File: config.mk
export PLATFORM = sky130hd
export DESIGN_NAME = prbs_link_top
export DESIGN_NICKNAME = d
export VERILOG_FILES = /design/src/hw/prbs_pkg.sv /design/src/hw/prbs_checker_core.sv /design/src/hw/prbs_delay_line.sv /design/src/hw/prbs_generator.sv /design/src/hw/prbs_link_top.sv
export VERILOG_INCLUDE_DIRS = /design/src /design/src/include
export SDC_FILE = /design/constraint.sdc
export NUM_CORES = 1
export LEC_CHECK = 0
export ABC_AREA = 1
export BUFFER_PORTS_ARGS = -buffer_cell sky130_fd_sc_hd__buf_2
export CAP_MARGIN = 10
export CORE_MARGIN = 2
export CORE_UTILIZATION = 60
export DETAILED_ROUTE_END_ITERATION = 12
export GPL_ROUTABILITY_DRIVEN = 0
export MAX_ROUTING_LAYER = met4
export PLACE_DENSITY = 0.82
export SYNTH_ARGS = -nofsm -noshare
export SYNTH_HDL_FRONTEND = slang
export SYNTH_SLANG_ARGS = --single-unit
File: constraint.sdc
create_clock -name clk -period 16.6 [get_ports clk]
set_input_delay 3.32 -clock clk [delete_from_list [all_inputs] [get_ports clk]]
set_output_delay 3.32 -clock clk [all_outputs]
set_load 0.005 [all_outputs]
File: src/include/prbs_config.svh
`ifndef PRBS_CONFIG_SVH
`define PRBS_CONFIG_SVH

// PRBS order, polynomial x^7 + x^6 + 1
`define PRBS_N 7

// lanes in the checker, also the deserializer word width
// must stay a power of two so every lane sees the same m-sequence
`define PRBS_CHANNELS 16

// depth of the serial bit history in the delay line
`define PRBS_HIST_BITS 270

// width of the delay select
// largest delay (255) still leaves a full word inside the history
`define PRBS_DEL_BITS 8

`endif

File: src/hw/prbs_pkg.sv
`include "prbs_config.svh"

package prbs_pkg;

    // one LFSR state, newest bit in bit 0
    typedef logic [`PRBS_N-1:0] prbs_state_t;

    // one deserialized word, bit i belongs to lane i
    typedef logic [`PRBS_CHANNELS-1:0] rx_word_t;

    // lane rotation amount
    typedef logic [$clog2(`PRBS_CHANNELS)-1:0] lane_shift_t;

    // matching lanes, 0 up to the full lane count
    typedef logic [$clog2(`PRBS_CHANNELS):0] match_count_t;

    // reset seeds of the lane predictors, all nonzero
    localparam prbs_state_t lane_seeds [`PRBS_CHANNELS] = '{
        7'd3,
        7'd10,
        7'd60,
        7'd11,
        7'd58,
        7'd31,
        7'd67,
        7'd9,
        7'd54,
        7'd55,
        7'd49,
        7'd37,
        7'd92,
        7'd74,
        7'd63,
        7'd1
    };

endpackage

File: src/hw/prbs_checker_core.sv
`timescale 1ns/1ns

`include "prbs_config.svh"

module prbs_checker_core (
    input  logic                   clk,
    input  logic                   rst,
    input  logic                   prbs_cke,
    input  prbs_pkg::rx_word_t     rx_word,
    input  logic                   word_valid,
    input  prbs_pkg::lane_shift_t  rx_shift,
    output logic                   match,
    output prbs_pkg::match_count_t match_bits,
    output logic                   match_valid
);

    logic [2*`PRBS_CHANNELS-1:0] rx_dbl;
    prbs_pkg::rx_word_t          rx_rot;
    prbs_pkg::prbs_state_t       lane_state [`PRBS_CHANNELS];
    prbs_pkg::rx_word_t          lane_pred;
    prbs_pkg::rx_word_t          lane_in;
    prbs_pkg::rx_word_t          lane_eq;
    prbs_pkg::match_count_t      eq_count;

    // rotate right by rx_shift
    // lane i takes word bit (i + rx_shift) mod 16
    assign rx_dbl = {rx_word, rx_word} >> rx_shift;
    assign rx_rot = rx_dbl[`PRBS_CHANNELS-1:0];

    // per lane prediction and compare
    // a 16x decimated PRBS7 is the same m-sequence, so each lane
    // uses the generator polynomial on its own slow stream
    always_comb begin
        for (int i = 0; i < `PRBS_CHANNELS; i++) begin
            lane_pred[i] = lane_state[i][`PRBS_N-1] ^ lane_state[i][`PRBS_N-2];
            lane_eq[i]   = ~(lane_pred[i] ^ rx_rot[i]);
            // load from the line while unlocked, free run once locked
            lane_in[i]   = prbs_cke ? lane_pred[i] : rx_rot[i];
        end
    end

    // number of matching lanes
    always_comb begin
        eq_count = '0;
        for (int i = 0; i < `PRBS_CHANNELS; i++) begin
            eq_count = eq_count + prbs_pkg::match_count_t'(lane_eq[i]);
        end
    end

    // lane predictors, one step per word
    always_ff @(posedge clk) begin
        if (rst) begin
            for (int i = 0; i < `PRBS_CHANNELS; i++) begin
                lane_state[i] <= prbs_pkg::lane_seeds[i];
            end
        end else if (word_valid) begin
            for (int i = 0; i < `PRBS_CHANNELS; i++) begin
                lane_state[i] <= {lane_state[i][`PRBS_N-2:0], lane_in[i]};
            end
        end
    end

    // results, registered once per word
    always_ff @(posedge clk) begin
        if (rst) begin
            match       <= 1'b0;
            match_bits  <= '0;
            match_valid <= 1'b0;
        end else begin
            match_valid <= word_valid;
            if (word_valid) begin
                match      <= &lane_eq;
                match_bits <= eq_count;
            end
        end
    end

endmodule

File: src/hw/prbs_delay_line.sv
`timescale 1ns/1ns

`include "prbs_config.svh"

module prbs_delay_line (
    input  logic                      clk,
    input  logic                      rst,
    input  logic                      prbs_bit,
    input  logic [`PRBS_DEL_BITS-1:0] prbs_del,
    output prbs_pkg::rx_word_t        rx_word,
    output logic                      word_valid
);

    // enough bits to address the top of the history plus the live bit
    localparam int top_w   = $clog2(`PRBS_HIST_BITS + 1);
    localparam int phase_w = $clog2(`PRBS_CHANNELS);

    logic [`PRBS_HIST_BITS-1:0] hist;
    logic [`PRBS_HIST_BITS:0]   hist_all;
    logic [top_w-1:0]           win_top;
    prbs_pkg::rx_word_t         window;
    logic [phase_w-1:0]         phase;
    logic                       phase_last;

    // bit history
    // new bits enter at the top, oldest bit sits at index 0
    always_ff @(posedge clk) begin
        if (rst) begin
            hist <= '0;
        end else begin
            hist <= {prbs_bit, hist[`PRBS_HIST_BITS-1:1]};
        end
    end

    // the live bit sits above the stored history
    assign hist_all = {prbs_bit, hist};

    // window ends prbs_del places below the newest bit
    assign win_top = top_w'(`PRBS_HIST_BITS) - top_w'(prbs_del);
    assign window  = hist_all[win_top -: `PRBS_CHANNELS];

    // free running word phase
    always_ff @(posedge clk) begin
        if (rst) begin
            phase <= '0;
        end else begin
            phase <= phase + 1'b1;
        end
    end

    assign phase_last = (phase == phase_w'(`PRBS_CHANNELS - 1));

    // capture the window on the last phase, strobe one cycle later
    always_ff @(posedge clk) begin
        if (rst) begin
            word_valid <= 1'b0;
        end else begin
            word_valid <= phase_last;
        end
    end

    // rx_word holds between strobes
    always_ff @(posedge clk) begin
        if (phase_last) begin
            rx_word <= window;
        end
    end

endmodule

File: src/hw/prbs_generator.sv
`timescale 1ns/1ns

`include "prbs_config.svh"

module prbs_generator (
    input  logic clk,
    input  logic rst,
    input  logic err_inject,
    output logic prbs_bit
);

    prbs_pkg::prbs_state_t state;
    logic                  feedback;
    logic                  bit_q;

    // taps at stages 7 and 6
    assign feedback = state[`PRBS_N-1] ^ state[`PRBS_N-2];

    // fibonacci LFSR, steps every cycle
    // the stream starts from lane 0's seed
    always_ff @(posedge clk) begin
        if (rst) begin
            state <= prbs_pkg::lane_seeds[0];
        end else begin
            state <= {state[`PRBS_N-2:0], feedback};
        end
    end

    // the newest state bit is sent one cycle after the step
    always_ff @(posedge clk) begin
        if (rst) begin
            bit_q <= 1'b0;
        end else begin
            bit_q <= state[0];
        end
    end

    // error injection flips only the emitted bit, the LFSR runs on untouched
    assign prbs_bit = bit_q ^ err_inject;

endmodule

File: src/hw/prbs_link_top.sv
`timescale 1ns/1ns

`include "prbs_config.svh"

module prbs_link_top (
    input  logic                      clk,
    input  logic                      rst,
    input  logic                      err_inject,
    input  logic [`PRBS_DEL_BITS-1:0] prbs_del,
    input  prbs_pkg::lane_shift_t     rx_shift,
    input  logic                      prbs_cke,
    output logic                      match,
    output prbs_pkg::match_count_t    match_bits,
    output logic                      match_valid
);

    logic               prbs_bit;
    prbs_pkg::rx_word_t rx_word;
    logic               word_valid;

    // serial stream source
    prbs_generator u_generator (
        .clk        (clk),
        .rst        (rst),
        .err_inject (err_inject),
        .prbs_bit   (prbs_bit)
    );

    // history, delayed window and deserializer
    prbs_delay_line u_delay_line (
        .clk        (clk),
        .rst        (rst),
        .prbs_bit   (prbs_bit),
        .prbs_del   (prbs_del),
        .rx_word    (rx_word),
        .word_valid (word_valid)
    );

    // 16 lane checker
    prbs_checker_core u_checker (
        .clk         (clk),
        .rst         (rst),
        .prbs_cke    (prbs_cke),
        .rx_word     (rx_word),
        .word_valid  (word_valid),
        .rx_shift    (rx_shift),
        .match       (match),
        .match_bits  (match_bits),
        .match_valid (match_valid)
    );

endmodule

==> results.md <==
- The CTS tree is done.
- When the netlist entered floorplanning its net count stood at 4805.
- Clock latency on the worst-skew pair, taken at its later pin, is 0.62 ns.
- The type of element launching the critical path is an input port.
- The number of buffers inserted during clock tree synthesis is 45.
- The average instance in the mapped netlist occupies 6.134 sq um.
- The final setup violation count is 0.
- Of the total synthesized cell area, the portion taken by XOR and XNOR cells is 0.007140.
- The Yosys step of the flow raised 0 warnings.
- In this run the worst path has a maximum fanout of 30.
- Of the total synthesized cell area, the portion taken by AND, OR, NAND and NOR gates is 0.4992.
- The share of the cycle needed by the critical path after routing is 0.4700.
- Dividing total power by cell area gives a power density of 96.53 nW/um^2.
- The share of final-layout standard cells stronger than drive strength 1 is 0.04310.
- The combinational family with the most area after synthesis is simple AND/OR/NAND/NOR gates.
- The worst-case headroom to the max-slew limit is 0.2391.
- Of the total synthesized cell area, the portion taken by full adders, half adders and majority gates is 0.01026.
- Data arrives at the worst endpoint at 8.31 ns.
- The sum of net half-perimeters after detailed placement is 55400 um.
- Summing every instance area after synthesis gives 29260 sq um.
- The wire length per cell after detailed routing is 15.84 um.
- Internal power comes to 1953 uW.
- The tree built by TritonCTS fans out to 418 sinks.
- The floorplan die area is 50560 sq um.
- The final-report hold violation count is 0.
- For this design the top-level I/O count stands at 23.
- The area overhead of the layout relative to synthesis is 3.784%.
- Clock-pin slew was measured on the worst setup and hold paths at 0.06 ns.
- Entering global routing, the biggest net connects 201 pins.
- Of the total power, combinational logic draws 0.261.
- The maximum vdd drop is 0.00007701 V.
- During placement, the flow inserted port buffers numbering 22.
- The count of different cell masters after synthesis is 35.
- The floorplan step set the die width to 224.8 um.
- The number of hold buffers added after cts is 0.
- For the worst setup path, the data required time is 17.11 ns.
- The initial cell density of the core is 0.6103.
- The final global-route overflow total is 0.
- The maximum frequency from static timing analysis is 128.2 MHz.
- The setup path with the least slack is of type in2reg.
- The tree is rooted in a sky130_fd_sc_hd__clkbuf_16.
- The via count is 30.80k.
- The area fraction in compound gates after synthesis is 0.04340.
- Setup repair after global routing left no endpoint under its margin.
- The routed wire length is 82140 um.
- STA classifies the critical path endpoint as a register.
- After detailed placement, the total cell area comes to 28740 sq um.
- For this block, the initial DRC count from the detailed router was 4269.
- For this design the total switching power over the nets is 978.0 uW.
- The max capacitance violation total is 0.
- The post-CTS setup-driven buffer insertion count is 0.
- The clock skew after layout is 0.03068 ns.
- In this run the critical register-to-register path is launched from u_delay_line.rx_word[2]$_DFFE_PP_.
- The first element of the critical path is rx_shift[0].
- The number of global-route vias before repair is 26.86k.
- The sequential cell fraction of total power is 0.365.
- Fill cells in the final layout number 4483.
- The die boundary height is 224.8 um.
- In the routed design, unresolved DRC markers number 0.
- The maximum level of the CTS H-tree is 2.
- Counting along the longest clock path gives a buffer depth of 3.
- In this run the worst hold path is classified as reg2reg.
- The static leakage is 0.01306 uW.
- Of the total power, the clock network draws 0.374.
- The total negative setup slack is 0 ns.
- Counting every instance in the synthesized netlist gives 4771.
- Across every metal layer, demand over resource in global routing totals 0.3298.
- The slew at the pin closest to its max-slew limit is 1.137 ns.
- The core region is 47950 sq um.
- The via-per-instance ratio is 5.938.
- The initial antenna violation count was 1.
- Of the total power, the share spent switching nets is 0.3336.
- The multiplexer fraction of the synthesized cell area is 0.001026.
- The number of max-slew violations in the final report is 0.
- The first global-routing pass estimated 133800 um of wire.
- The number of cells upsized or downsized after cts is 0.
- Of the synthesized area, sequential elements account for 0.3297.
- After synthesis the netlist holds a flip-flop and latch count of 418.
- Before antenna repair, the detailed router went through 7 iterations.
- The source of the worst hold timing path is u_generator.state[2]$_SDFF_PP0_.
- The final net count is 4571.
- The run finished with clean final reports.
- The finished cells cover 30370 sq um.
- The total number of placement rows is 80.
- The final period demand of the worst path is 7.802 ns.
- In this run the remaining antenna-violating nets after routing total 0.
- The overall power after layout is 2932 uW.
- The share of the core filled with cells in the final layout is 0.6334.
[cells by family after synthesis]
family,after synthesis
compound gates,226
xor+xnor,23
fa+ha+maj,18
buf+inv,726
flops,418
mux,3
simple gates,3357
[synth_stat cells]
library cell | number | area share
sky130_fd_sc_hd__a22o_1 | 1 | 0.00030
sky130_fd_sc_hd__fa_1 | 10 | 0.0068
sky130_fd_sc_hd__edfxtp_1 | 128 | 0.13
sky130_fd_sc_hd__o211ai_1 | 45 | 0.012
sky130_fd_sc_hd__buf_4 | 39 | 0.010
sky130_fd_sc_hd__and2_1 | 7 | 0.0015
sky130_fd_sc_hd__xor2_1 | 9 | 0.0027
sky130_fd_sc_hd__nor3_1 | 2 | 0.00034
sky130_fd_sc_hd__nand2_1 | 1368 | 0.18
sky130_fd_sc_hd__nand2_4 | 2 | 0.00077
sky130_fd_sc_hd__buf_1 | 6 | 0.00077
sky130_fd_sc_hd__nor2_1 | 461 | 0.059
sky130_fd_sc_hd__nand3_1 | 1458 | 0.25
sky130_fd_sc_hd__nand4_1 | 1 | 0.00021
sky130_fd_sc_hd__inv_4 | 1 | 0.00021
sky130_fd_sc_hd__buf_6 | 8 | 0.0031
sky130_fd_sc_hd__or2_2 | 51 | 0.011
sky130_fd_sc_hd__buf_2 | 210 | 0.036
sky130_fd_sc_hd__o311ai_0 | 4 | 0.0012
sky130_fd_sc_hd__nor2_2 | 2 | 0.00043
sky130_fd_sc_hd__a31oi_1 | 4 | 0.00086
sky130_fd_sc_hd__a21oi_1 | 96 | 0.016
sky130_fd_sc_hd__o21a_1 | 1 | 0.00026
sky130_fd_sc_hd__xnor2_1 | 13 | 0.0039
sky130_fd_sc_hd__nand2_2 | 4 | 0.00086
sky130_fd_sc_hd__clkinv_1 | 2 | 0.00026
sky130_fd_sc_hd__ha_1 | 8 | 0.0034
sky130_fd_sc_hd__xor2_2 | 1 | 0.00056
sky130_fd_sc_hd__o21ai_0 | 75 | 0.013
sky130_fd_sc_hd__dfxtp_1 | 290 | 0.20
sky130_fd_sc_hd__and2_0 | 1 | 0.00021
sky130_fd_sc_hd__clkbuf_1 | 68 | 0.0087
sky130_fd_sc_hd__mux2i_1 | 3 | 0.0010
sky130_fd_sc_hd__inv_2 | 6 | 0.00077
sky130_fd_sc_hd__inv_1 | 386 | 0.050
[worst max-delay path, stage by stage]
cell                      delay, ns
sky130_fd_sc_hd__buf_2         0.37
sky130_fd_sc_hd__inv_1         0.23
sky130_fd_sc_hd__o21ai_0       0.30
sky130_fd_sc_hd__nand2_1       0.12
sky130_fd_sc_hd__nand3_1       0.10
sky130_fd_sc_hd__nand3_1       0.09
sky130_fd_sc_hd__nand2_1       0.14
sky130_fd_sc_hd__xor2_1        0.16
sky130_fd_sc_hd__ha_1          0.26
sky130_fd_sc_hd__fa_1          0.46
sky130_fd_sc_hd__fa_1          0.50
sky130_fd_sc_hd__inv_1         0.06
sky130_fd_sc_hd__fa_1          0.48
sky130_fd_sc_hd__inv_1         0.05
sky130_fd_sc_hd__fa_1          0.48
sky130_fd_sc_hd__inv_1         0.05
sky130_fd_sc_hd__fa_1          0.37
sky130_fd_sc_hd__inv_1         0.13
sky130_fd_sc_hd__fa_1          0.41
sky130_fd_sc_hd__a22o_1        0.22
[registers in the layout, summed over array words and instances, names as in the netlist]
signal	flops
u_delay_line.word_valid	1
u_checker.match_valid	1
u_checker.match	1
u_delay_line.rx_word	16
u_generator.state	7
u_delay_line.phase	4
u_checker.match_bits	5
u_delay_line.hist	270
u_checker.lane_state	112
u_generator.bit_q	1
[area by class of cell]
cell class              count  area (sq um)  area share
multi-input cells        3627         16460      0.5420
well taps                 615         769.5     0.02534
inverters                 395          1496     0.04927
repair buffers             50         364.1     0.01199
flip-flops and latches    418          9649      0.3177
diodes                      1         2.502  0.00008240
clock buffers              62          1291     0.04252
clock inverters            19         337.8     0.01112
[placed cells by master (no fill, tap or decap), types with 6 or more instances in the layout]
cell                        Yosys  layout
sky130_fd_sc_hd__clkbuf_1      68       8
sky130_fd_sc_hd__nand2_1     1368    1365
sky130_fd_sc_hd__xnor2_1       13      13
sky130_fd_sc_hd__fa_1          10      10
sky130_fd_sc_hd__buf_4         39      26
sky130_fd_sc_hd__dfxtp_1      290     290
sky130_fd_sc_hd__a21oi_1       96      96
sky130_fd_sc_hd__buf_2        210      20
sky130_fd_sc_hd__edfxtp_1     128     128
sky130_fd_sc_hd__xor2_1         9       8
sky130_fd_sc_hd__clkbuf_16      0      46
sky130_fd_sc_hd__inv_1        386     384
sky130_fd_sc_hd__nor2_1       461     461
sky130_fd_sc_hd__bufinv_16      0       7
sky130_fd_sc_hd__o211ai_1      45      45
sky130_fd_sc_hd__and2_1         7       7
sky130_fd_sc_hd__or2_2         51      51
sky130_fd_sc_hd__nand3_1     1458    1458
sky130_fd_sc_hd__clkinv_2       0       6
sky130_fd_sc_hd__ha_1           8       7
sky130_fd_sc_hd__o21ai_0       75      75
sky130_fd_sc_hd__clkbuf_8       0       9
[layer usage]
layer  vias to the layer above  track usage  share of wire
met4                         0       0.1339          0.043
met5                         -            -              0
li1                      15130            -              -
met1                     13830       0.4524           0.43
met3                       260      0.06414           0.10
met2                      1577       0.4766           0.42
[metrics by stage]
stage | instances | hold WS (ns) | setup slack [ns]
final | 5187 | 0.4070 | 8.798
after global routing | 5187 | 0.4197 | 8.428
after CTS | 5186 | 0.4092 | 8.819
after detailed placement | 5105 | 0.3995 | 8.247
after global placement | 5105 | 0.3884 | 8.418
after floorplan | 4771 | 0.3883 | 8.888
[final timing paths]
path / endpoint / slack [ns] / cells after the start
worst min-delay path: u_generator.state[3]$_SDFF_PP0_ / 0.41 / 2
worst min register to register: u_generator.state[3]$_SDFF_PP0_ / 0.41 / 2
worst max-delay path: u_checker.match_bits[1]$_SDFFE_PP0P_ / 8.80 / 20
worst max register to register: u_checker.match_bits[1]$_SDFFE_PP0P_ / 11.53 / 19
[power groups by stage]
stage               clock, uW  combinational [uW]  sequential, uW
floorplan                   0                 578            1090
global placement            0                 717            1090
detailed placement          0                 730            1090
CTS                      1120                 744            1070
global route             1150                 853            1070
finish                   1100                 767            1070
(Power assumes the default switching activity.)
